File: src/hw/board_cfg_pkg.sv
package board_cfg_pkg;

   // Power-up hold
   // Stands in for the oscillator settling time on the board
   localparam int unsigned hold_cycles = 12;                  // CLK_I cycles to core start
   localparam int unsigned hold_cnt_w  = $clog2(hold_cycles); // Width of the hold counter

   // Slave port word addresses
   // Full 32-bit compare, nothing else is mapped
   localparam logic [31:0] addr_out_port = 32'h0000_0000; // LEDs and serial transmit
   localparam logic [31:0] addr_in_port  = 32'h0000_0004; // Serial receive and status

   // Input port word layout
   localparam int unsigned in_rx_bit    = 0; // Synchronised receive level
   localparam int unsigned in_start_bit = 1; // Processor released from hold

   // Remaining input port bits read as zero
   // Unmapped addresses also read as zero

endpackage

File: src/hw/wb_bus_pkg.sv
package wb_bus_pkg;

   // Wishbone classic widths
   localparam int unsigned wb_adr_w = 32;
   localparam int unsigned wb_dat_w = 32;
   localparam int unsigned wb_sel_w = wb_dat_w / 8; // One select per byte lane

   // Master to slave
   typedef struct packed {
      logic                cyc;  // Bus cycle in progress
      logic                stb;  // Strobe, held until ack seen
      logic                we;   // Write when high
      logic [wb_adr_w-1:0] adr;  // Byte address
      logic [wb_sel_w-1:0] sel;  // Byte lane selects
      logic [wb_dat_w-1:0] dat;  // Write data
   } bus_req_t;

   // Slave to master
   typedef struct packed {
      logic                ack;  // Registered acknowledge
      logic [wb_dat_w-1:0] dat;  // Read data, valid with ack
   } bus_rsp_t;

   // Output port bits, tx in bit 0 as on the board
   typedef struct packed {
      logic blue;   // Bit 3
      logic green;  // Bit 2
      logic red;    // Bit 1
      logic tx;     // Bit 0, serial transmit pin
   } port_bits_t;

   // Field view of the port data word
   typedef struct packed {
      logic [wb_dat_w-$bits(port_bits_t)-1:0] rsvd; // Ignored on write, zero on read
      port_bits_t                             bits;
   } port_fields_t;

   // One data word, raw or as port fields
   typedef union packed {
      logic [wb_dat_w-1:0] raw;
      port_fields_t        fields;
   } port_word_u;

   // Transmit line idles high, LEDs off
   localparam port_bits_t port_rst_val = '{tx: 1'b1, default: 1'b0};

endpackage

File: src/hw/startup_hold.sv
`timescale 1ns/1ps

// Keeps the processor from running until the clock has settled
// Counts from reset release and then latches core_start high
module startup_hold
   import board_cfg_pkg::*;
(
   input  logic CLK_I,
   input  logic arst_n,
   output logic core_start
);

   logic [hold_cnt_w-1:0] cnt;      // Cycles since reset release
   logic                  cnt_done; // Last count reached

   // Counter stops one short of hold_cycles
   // The start flop adds the final cycle
   assign cnt_done = (cnt == hold_cnt_w'(hold_cycles - 1));

   // Saturating counter
   always_ff @(posedge CLK_I or negedge arst_n) begin
      if (!arst_n) begin
         cnt <= '0;
      end else if (!cnt_done) begin
         cnt <= cnt + 1'b1; // First edge after release gives 1
      end
   end

   // Start flag, set once and held until next reset
   always_ff @(posedge CLK_I or negedge arst_n) begin
      if (!arst_n) begin
         core_start <= 1'b0;
      end else if (cnt_done) begin
         core_start <= 1'b1; // Rises on edge number hold_cycles
      end
   end

   // Nothing else to clear here
   // core_start stays high through any bus traffic

endmodule

File: src/hw/gpio_port.sv
`timescale 1ns/1ps

// Wishbone classic slave for the board pins
// Output port register, receive synchroniser, read mux and registered ack
module gpio_port
   import board_cfg_pkg::*;
   import wb_bus_pkg::*;
(
   input  logic       CLK_I,
   input  logic       arst_n,
   input  bus_req_t   req,
   output bus_rsp_t   rsp,
   input  logic       rx_pin,     // Asynchronous serial receive
   input  logic       core_start, // Status from the power-up hold
   output port_bits_t port        // Registered pin state
);

   logic                strobe;   // cyc and stb together
   logic                hit_out;  // Output port selected
   logic                hit_in;   // Input port selected
   logic                wr_port;  // Qualified port write
   logic                rd_cap;   // Capture read data this edge
   port_word_u          wr_word;  // Write data, decoded as fields
   port_word_u          rd_word;  // Read data before the register
   port_bits_t          port_q;
   logic                rx_meta;  // First sync stage
   logic                rx_sync;  // Second sync stage
   logic                ack_q;
   logic [wb_dat_w-1:0] rd_q;     // Read data held with ack

   // Address decode
   // Word addresses compared in full
   assign strobe  = req.cyc & req.stb;
   assign hit_out = (req.adr == addr_out_port);
   assign hit_in  = (req.adr == addr_in_port);

   // Write path
   assign wr_word.raw = req.dat;
   // Only lane 0 carries port bits
   assign wr_port = strobe & req.we & req.sel[0] & hit_out;
   assign rd_cap  = strobe & ~req.we;

   // Output port register
   // Loads on the same edge that raises ack
   always_ff @(posedge CLK_I or negedge arst_n) begin
      if (!arst_n) begin
         port_q <= port_rst_val; // tx idle high, LEDs off
      end else if (wr_port) begin
         port_q <= wr_word.fields.bits;
      end
   end

   // Two-stage receive synchroniser
   // Idle level out of reset so software sees no start bit
   always_ff @(posedge CLK_I or negedge arst_n) begin
      if (!arst_n) begin
         rx_meta <= 1'b1;
         rx_sync <= 1'b1;
      end else begin
         rx_meta <= rx_pin;
         rx_sync <= rx_meta;
      end
   end

   // Read mux
   always_comb begin
      rd_word.raw = '0; // Unmapped and reserved bits read zero
      if (hit_out) begin
         rd_word.fields.bits = port_q; // Same layout as written
      end else if (hit_in) begin
         rd_word.raw[in_rx_bit]    = rx_sync;
         rd_word.raw[in_start_bit] = core_start;
      end
   end

   // Read data register
   // Sampled with the strobe, presented with ack
   // Pin to read is then at most three edges
   always_ff @(posedge CLK_I) begin
      if (rd_cap) begin
         rd_q <= rd_word.raw;
      end
   end

   // Acknowledge
   // Plain registered strobe, one cycle latency
   // Master drops stb after each ack
   always_ff @(posedge CLK_I or negedge arst_n) begin
      if (!arst_n) begin
         ack_q <= 1'b0;
      end else begin
         ack_q <= strobe;
      end
   end

   // Outputs
   assign rsp.ack = ack_q;
   assign rsp.dat = rd_q;   // Only meaningful on read acks
   assign port    = port_q; // Pins change with ack

endmodule

File: src/hw/board_io_top.sv
`timescale 1ns/1ps

// Board I/O block beside the soft processor
// Power-up hold plus the pin port on one Wishbone slave
module board_io_top
   import wb_bus_pkg::*;
(
   input  logic     CLK_I,
   input  logic     arst_n,
   input  bus_req_t req,        // From the processor bus master
   output bus_rsp_t rsp,
   input  logic     uart_rx,    // Asynchronous receive pin
   output logic     uart_tx,
   output logic     led_red,
   output logic     led_green,
   output logic     led_blue,
   output logic     core_start  // Releases the processor
);

   port_bits_t port_w;  // Registered pin state from the port block
   logic       start_w; // Hold status, also readable on the bus

   // Power-up delay
   startup_hold startup_hold_inst (
      .CLK_I      (CLK_I),
      .arst_n     (arst_n),
      .core_start (start_w)
   );

   // Bus slave and pin registers
   gpio_port gpio_port_inst (
      .CLK_I      (CLK_I),
      .arst_n     (arst_n),
      .req        (req),
      .rsp        (rsp),
      .rx_pin     (uart_rx),
      .core_start (start_w),
      .port       (port_w)
   );

   // Pins
   // Straight from flops, no logic in the path
   assign uart_tx    = port_w.tx;
   assign led_red    = port_w.red;
   assign led_green  = port_w.green;
   assign led_blue   = port_w.blue;
   assign core_start = start_w;

endmodule

File: config.mk
export PLATFORM = sky130hd
export DESIGN_NAME = board_io_top
export DESIGN_NICKNAME = d
export VERILOG_FILES = /design/src/hw/board_cfg_pkg.sv /design/src/hw/wb_bus_pkg.sv /design/src/hw/startup_hold.sv /design/src/hw/gpio_port.sv /design/src/hw/board_io_top.sv
export SDC_FILE = /design/constraint.sdc
export NUM_CORES = 1
export LEC_CHECK = 0
export BUFFER_PORTS_ARGS = -buffer_cell sky130_fd_sc_hd__clkbuf_2
export CAP_MARGIN = 25
export CORE_UTILIZATION = 29
export CTS_CLUSTER_DIAMETER = 100
export DETAILED_ROUTE_END_ITERATION = 7
export PLACE_DENSITY = 0.83
export SLEW_MARGIN = 20
export SYNTH_ARGS = -nofsm -noshare
export SYNTH_HDL_FRONTEND = slang
export SYNTH_SLANG_ARGS = --single-unit
export TNS_END_PERCENT = 1
File: constraint.sdc
create_clock -name CLK_I -period 1.2 [get_ports CLK_I]
set_input_delay 0.3 -clock CLK_I [delete_from_list [all_inputs] [get_ports CLK_I]]
set_output_delay 0.3 -clock CLK_I [all_outputs]
set_load 0.01 [all_outputs]
======== Word level (Yosys, flattened, before mapping) ========
Index checks and enable logic that the tools add are counted.
operators by class
  $add $sub $neg .......................... 1
  equality and inequality tests ........... 2
  muxes and demuxes ....................... 2
  bitwise gates (word level) .............. 6
  reductions and logical operators ........ 1
operators with widths
  operator                                              number
  equality test 32 x 3 -> 1 bit, second input constant  1
  zero test 32 bit                                      1
  AND 1 bit                                             5
  adder 4 x 1 -> 4 bit, second input constant           1
  equality test 4 bit, second input constant            1
  two-way mux 2 bit                                     2
  NOT 1 bit                                             1
word-level totals
  register bits after elaboration ......... 16
  output and inout port bits .............. 38
  word-level logic and storage cells ...... 23

======== Longest topological paths before layout ========
Gate-level depths: netlist (run 1).
  depth in word-level cells ............... 4
  mapped depth ............................ 4

======== Modules after synthesis ========
From an unflattened synthesis (run 1), not the netlist that was laid out.
second synthesis, totals
  cells, all modules ...................... 81
  area, all modules ....................... 933.4 um^2
modules (own cells, without submodules)
  module        instances  cells each  area each (um^2)  sequential area each (um^2)
  gpio_port     1          66          714.4             299.0
  startup_hold  1          15          219.0             125.1

======== Least setup slack after synthesis (run 1) ========
No wires, ideal clock.
  path kind ............................... input port to flip-flop
  start ................................... in req[49] (netlist name)
  end ..................................... reg gpio_port_inst.port_q (netlist bit gpio_port_inst.port[1])
  library setup time ...................... 0.125 ns
  arrival ................................. 1.447 ns
  required time ........................... 1.075 ns
  slack ................................... -0.371 ns
  stages .................................. 4
  path buffers ............................ 0
  cell sequence ........................... nor4_1 > nand4_1 > nor4_4 > mux2_2
between the ends
  word-level cells in the longest chain between the ends .. 2
ends and longest elaborated chain
  element                 RTL line            text
  start: declaration      board_io_top.sv:10  input bus_req_t req,
  zero test 32 bit        gpio_port.sv:34     assign hit_out = (req.adr == addr_out_port);
  AND 1 bit               gpio_port.sv:40     assign wr_port = strobe & req.we & req.sel[0] & hit_out;
  end signal: assignment  gpio_port.sv:47     port_q <= port_rst_val;
  end signal: assignment  gpio_port.sv:49     port_q <= wr_word.fields.bits;
  end: declaration        gpio_port.sv:25     port_bits_t port_q;
Every way passes these cells.
A chain may end at the register's enable or synchronous reset.

======== Final worst setup path (run 1) ========
  start ................................... in req[67] (netlist name)
  end ..................................... reg gpio_port_inst.port_q (netlist bit gpio_port_inst.port[2])
Same word-level chain as after synthesis.

==> results of run 1 <==
==> worst max-delay path, stage by stage <==
cell	delay (ns)
buf_8	0.10
nor4_4	0.26
nand4_1	0.19
nor4_4	0.23
buf_4	0.18
mux2_4	0.30
==> final cells by class <==
class                   instances  area share [%]
multi-input cells              62            34.7
flip-flops and latches         16            32.2
repair buffers                 60            26.2
well taps                      44            4.18
clock buffers                   4            2.75
==> cells by family (layout without fill, tap and decap cells) <==
group,count (synthesis),after routing,share of synthesized area (%)
buffers and inverters,29,64,23.8
and+or+nand+nor,23,23,16.6
DFF,16,16,46.4
muxes,8,8,9.58
xor gates and xnor gates,2,2,1.92
adders and majority gates,1,1,1.37
other,1,28,0.410
==> per-stage QoR <==
stage / hold slack [ns] / setup TNS, ns / instance area [µm²]
CTS: 0.0897 / -1.43 / 1250
floorplan: 0.00441 / -2.08 / 1020
global placement: 0.197 / -4.08 / 1160
finish: 0.0968 / -1.17 / 1320
detailed placement: 0.205 / -4.13 / 1160
global route: 0.0826 / -1.70 / 1320
==> worst paths after layout <==
path / slack, ns / to / cells after the start
min in group asynchronous: 0.44 / startup_hold_inst.cnt[3] / 2
worst max-delay path: -0.20 / gpio_port_inst.port[2] / 6
worst min register to register: 0.37 / gpio_port_inst.rx_sync / 0
max in group asynchronous: 0.48 / gpio_port_inst.port[0] / 2
worst min-delay path: 0.1 / gpio_port_inst.rx_meta / 1
worst max register to register: 0.02 / startup_hold_inst.cnt[1] / 3
==> cells in the final DEF, fill, tap and decap left out, types with 2 or more instances in the layout <==
master	count
nand3_1	2
buf_4	7
dfrtp_1	9
edfxtp_1	4
conb_1	28
clkbuf_4	3
mux2_4	3
nor4_2	3
mux2i_1	2
clkbuf_2	49
nand4_1	2
buf_6	2
nor2_1	3
nor4_4	4
dfstp_2	3
mux2_2	3
==> routing by layer <==
layer | global-route usage (%) | vias to the layer above | wire length [µm]
met5 | 0 | - | 0
met4 | 4.08 | 0 | 26
met3 | 3.35 | 4 | 147
met2 | 19.7 | 58 | 959
met1 | 14.0 | 340 | 816
li1 | - | 346 | -
==> state kept, by name, summed over array words and instances, names as in the netlist <==
signal	cells
gpio_port_inst.port	4
gpio_port_inst.rd_q	4
startup_hold_inst.cnt	4
gpio_port_inst.ack_q	1
gpio_port_inst.rx_meta	1
gpio_port_inst.rx_sync	1
startup_hold_inst.core_start	1
==> power groups by stage <==
stage          Sequential [mW]  Clock (mW)  Combinational [mW]
2_1_floorplan            0.582           0               0.122
3_3_place_gp             0.581           0               0.144
3_5_place_dp             0.581           0               0.148
4_1_cts                  0.571       0.355               0.159
5_1_grt                  0.571       0.377               0.199
6_report                 0.570       0.340               0.179
==> timing repair <==
item,CTS,global route
endpoints found under the setup margin,9,10
hold buffers,1,0
gates resized for setup,7,14
pin swaps,5,5
hold endpoints to repair,9,0
setup buffers,1,0
==> impl_results.md, run 1 <==
* Critical Path RT at 1.37 ns
* Post-Route WL at 1950 µm
* Placed Cells at 180
* Storage element area at 424 µm²
* HP Start: uart_rx
* Main area contributors after synthesis: dfrtp_1, buf_4, edfxtp_1
* Worst Hold Class: in -> reg
* Htree depth at 1
* Final WS setup at -0.199 ns
* Final Setup Violations at 9
* Synthesized area at 915 µm²
* Post-layout util at 43.5%
* Multi-input logic area at 457 µm²
* Maximum buffer depth of the clock tree at 2
* VDD IR-drop max at 0.552 mV
* Combinational power share at 16.4%
* RR Startpoint: startup_hold_inst.cnt[1]
* Final slew viol count at 0
* Antenna cells at 0
* Die W at 58.2 µm
* Row count at 20
* Port buffer count at 52
* Wire length per cell at 10.5 µm
* Ports at 112
* Syn_area_per_cell at 11.4 µm²
* Post-synth EDFFs at 4
* Run status: finished, violations left
* Routed vias at 748
* Seq pwr share at 52.3%
* Max Fanout on Critical Path at 4
* Crit. End Element: register
* Endpoints failing hold at 0
* Residual DRC at 0
* DIE AREA at 0.00338 mm²
* Vias in the first global route at 686
* Nets at 218
* Critical Path Source Type: input port
* Clk slew on worst S/H paths at 0.09 ns
* Sw frac at 23.7%
* RSZ-0062 raised after global routing: yes
* Cell with the most instances after synthesis: buf_4
* Pwr/cell area at 827 mW/mm²
* Initial Util at 30.2%
* Clock sinks at 16
* Async S/R FF share, synth at 75.0%
* Final Skew at 0.00115 ns
* Cell taking the most area after synthesis: dfrtp_1
* GRT Residual Overflow at 0
* Pin count of the biggest net entering global routing at 13
* Number of DRC markers in iteration 0 at 5
* Dpl hpwl at 1520 µm
* YS warnings at 0
* Synth top area share at 24.6%
* First-pass GRT wire length at 2990 µm
* Core area at 0.00303 mm²
* Period minus WS final at 1.40 ns
* Number of synthesized register bits at 16
* CP arrival at 1.57 ns
* Setup WS pre-CTS at -0.637 ns
* Clock Latency Late Sink at 0.27 ns
* Area delta synth->final at 44.0%
* Num CTS Buffers at 3
* Die Height at 58.2 µm
* Layout cells sized above 1 at 57.7%
* CTS tree: built
* Non-filler cells, final at 186
* WS Path Type: in -> reg
* Initial antenna violation count at 0
* Internal power at 0.831 mW
* Switching pwr at 0.258 mW
* Most frequent cells after synthesis: buf_4, dfrtp_1, nor4_1
* Maxcap violations at 0
* GRT Overall Usage at 11.6%
* Filler Cell Count at 300
* Tot Pwr at 1.09 mW
* Setup crit start: req[67]
* Netlist cell types at 22
* Router iterations before antenna repair at 2
* Root buffer cell: clkbuf_4
* Tcrit/Tclk final at 117%
* Clock share of power at 31.2%
* Static Leak at 0.643 nW
* Gate Count Post-Synth at 80
* Via density at 4.02
* Most common flop cell mapped by yosys: dfrtp_1
* Failing checks: negative setup slack
* Fmax at 0.715 GHz
* Sequential fraction of the synthesis area at 46.4%
* GPL Wtd Cong at 0.815
* Routed Antenna Nets at 0
Power figures use the tool's default switching activity.
==> inputs of run 2 (changes only) <==
- ABC_AREA: unset -> 1
- CORE_UTILIZATION: 29 -> 31
- PLACE_DENSITY: 0.83 -> 0.84
==> run 2 against run 1 <==
- the run still ends with negative setup slack left
- design area did not move
- wire length down 7.0%
- combinational power down 17%
- hold slack worse by 0.00095 ns
- die area increased by 4.8%
- critical path depth decreased by 5
- critical path type is now reg -> out
- sequential share of layout area unchanged
- worst setup slack improved by 0.18 ns
- global-route usage decreased by 0.43 points
- highest routed layer unchanged
- critical endpoint is now uart_tx
- sequential power shrank 0.7%
- flip-flop and latch count unchanged
==> impl_results.md, run 2 <==
* Cell with the most instances after synthesis: buf_4 (unchanged)
* Max Fanout on Critical Path at 2 (was 4)
* Maxcap violations at 0 (unchanged)
* Top Family by Delay on Critical Path: flip-flops (was simple AND/OR/NAND/NOR gates)
* Number of DRC markers in iteration 0 at 11 (was 5)
* Die W at 59.5 µm (was 58.2 µm)
* Port buffer count at 52 (unchanged)
* Most common flop cell mapped by yosys: dfrtp_1 (unchanged)
* Maximum buffer depth of the clock tree at 2 (unchanged)
* GRT Residual Overflow at 0 (unchanged)
* Main area contributors after synthesis: dfrtp_1, buf_4, edfxtp_1 (unchanged)
* Root buffer cell: clkbuf_4 (unchanged)
* Nets at 259 (was 218)
* Cell taking the most area after synthesis: dfrtp_1 (unchanged)
* GPL Wtd Cong at 0.734 (was 0.815)
* Layout cells sized above 1 at 42.6% (was 57.7%)
* Multi-input logic area at 472 µm² (was 457 µm²)
* Initial antenna violation count at 0 (unchanged)
* Clock Latency Late Sink at 0.28 ns (was 0.27 ns)
* Cell Chain, Critical Path: buf_6 (was buf_8 -> nor4_4 -> nand4_1 -> nor4_4 -> buf_4 -> mux2_4)
* Critical Path RT at 0.90 ns (was 1.37 ns)
* Sequential fraction of the synthesis area at 41.3% (was 46.4%)
* Async S/R FF share, synth at 75.0% (unchanged)
* Hold WS at 0.0959 ns (was 0.0968 ns)
* Tcrit/Tclk final at 102% (was 117%)
* Routed Antenna Nets at 0 (unchanged)
* Num CTS Buffers at 3 (unchanged)
* First-pass GRT wire length at 2920 µm (was 2990 µm)
* Wire length per cell at 7.99 µm (was 10.5 µm)
* Initial Util at 33.1% (was 30.2%)
* Antenna cells at 0 (unchanged)
* Fmax at 0.819 GHz (was 0.715 GHz)
* WS Path Type: reg -> out (was in -> reg)
* Filler Cell Count at 317 (was 300)
* GRT Overall Usage at 11.2% (was 11.6%)
* Period minus WS final at 1.22 ns (was 1.40 ns)
* RSZ-0062 raised after global routing: yes (unchanged)
* Crit. End Element: output pin (was register)
* Pwr/cell area at 760 mW/mm² (was 827 mW/mm²)
* Clk slew on worst S/H paths at 0.09 ns (about the same)
* Die Height at 59.5 µm (was 58.2 µm)
* Row count at 20 (unchanged)
* CTS tree: built (unchanged)
* Slowest Stage Delay on Critical Path at 0.54 ns (was 0.30 ns)
* Synth top area share at 22.0% (was 24.6%)
* Storage element area at 424 µm² (unchanged)
* Placed inst area at 0.00125 mm² (was 0.00116 mm²)
* Worst Hold Class: in -> reg (unchanged)
* Final Setup Violations at 1 (was 9)
* Vias in the first global route at 805 (was 686)
* Final Skew at 0.00648 ns (was 0.00115 ns)
* Static Leak at 0.747 nW (was 0.643 nW)
* Clock sinks at 16 (unchanged)
* Dpl hpwl at 1530 µm (was 1520 µm)
* CP arrival at 0.92 ns (was 1.57 ns)
* Gate Count Post-Synth at 124 (was 80)
* Most common cell after layout, fill and taps aside: clkbuf_2 (unchanged)
* CP max stage cell: dfstp_2 (was mux2_4)
* Post-Route WL at 1810 µm (was 1950 µm)
* Residual DRC at 0 (unchanged)
* Post-layout util at 42.5% (was 43.5%)
* Final slew viol count at 0 (unchanged)
* Router iterations before antenna repair at 4 (was 2)
* Ports at 112 (unchanged)
* DIE AREA at 0.00354 mm² (was 0.00338 mm²)
* Most frequent cells in the layout: clkbuf_2, conb_1, nand2_1, nor2_1, dfrtp_1 (was clkbuf_2, conb_1, dfrtp_1, buf_4)
* Synthesized area at 0.00103 mm² (was 915 µm²)
* Routed vias at 854 (was 748)
* Syn_area_per_cell at 8.27 µm² (was 11.4 µm²)
* Final WS setup at -0.0203 ns (was -0.199 ns)
* Core area at 0.00310 mm² (was 0.00303 mm²)
* Pin count of the biggest net entering global routing at 13 (unchanged)
* Most frequent cells after synthesis: buf_4, nand2_1, nor2_1 (was buf_4, dfrtp_1, nor4_1)
* Htree depth at 1 (unchanged)
* Failing checks: negative setup slack (unchanged)
* VDD IR-drop max at 0.299 mV (was 0.552 mV)
* Endpoints failing hold at 0 (unchanged)
* Netlist cell types at 21 (was 22)
* YS warnings at 0 (unchanged)
* Via density at 3.76 (was 4.02)
* Area delta synth->final at 28.4% (was 44.0%)
* Worst Path Buf+Inv at 1 (was 2)
* Post-synth EDFFs at 4 (unchanged)
* Critical Path Source Type: register (was input port)
* Number of synthesized register bits at 16 (unchanged)
* Fin area at 0.00132 mm² (unchanged)
* Run status: finished, violations left (unchanged)
[run 2: worst paths after layout]
| check | start | end | slack [ns] | depth (start not counted) |
|---|---|---|---|---|
| hold reg to reg | gpio_port_inst.rx_meta | gpio_port_inst.rx_sync | 0.36 | 0 |
| hold / removal | uart_rx | gpio_port_inst.rx_meta | 0.1 | 1 |
| max in group asynchronous | arst_n | gpio_port_inst.rx_sync | 0.47 | 2 |
| setup / recovery | gpio_port_inst.port[0] | uart_tx | -0.02 | 1 |
| setup reg to reg | startup_hold_inst.cnt[0] | startup_hold_inst.cnt[1] | 0.01 | 5 |
| min in group asynchronous | arst_n | gpio_port_inst.ack_q | 0.44 | 2 |
[run 2: layout make-up]
class	instances	share of cell area (%)
multi-input combinational	98	35.8
sequential	16	32.2
timing repair buffer	57	23.6
tap	44	4.18
inverter	8	2.28
clock buffer	4	1.99
[run 2: report_power, final]
part / switching (mW) / internal (mW)
Sequential: 0.00129 / 0.565
Combinational: 0.0867 / 0.0627
Clock: 0.157 / 0.129
[run 2: per-stage QoR]
stage	TNS, ns	instances	power, mW	worst slack, ns
floorplan	-0.00350	151	0.714	-0.00350
global placement	-0.144	221	0.721	-0.0437
detailed placement	-0.345	221	0.724	-0.0734
CTS	-0.0501	227	1.02	-0.0501
global route	-0.0904	227	1.07	-0.0635
finish	-0.0203	227	1.00	-0.0203
[run 2: kinds of logic after synthesis]
family | share of synthesized area [%]
other cells | 0.366
fa+ha+maj | 1.22
xor+xnor | 1.71
compound gates | 0.487
buf+inv | 24.1
simple gates | 29.6
flops | 41.3
mux | 1.10
[run 2: metal layers]
layer  global-route usage, %  part of all wire [%]  routed length, µm  up-vias
li1                        -                     -                  -      442
met1                    10.1                    37                670      369
met2                    22.0                    54                986       39
met3                    1.31                   6.0                109        4
met4                    8.64                   2.5                 46        0
met5                       0                     0                  0        -
[run 2: repair_timing]
item                                   CTS  global route
endpoints found under the hold margin    9             0
pin swaps                                1             1
hold buffers                             1             0
setup endpoints to repair                4             4
setup buffers                            1             0
resized for setup                        1             6
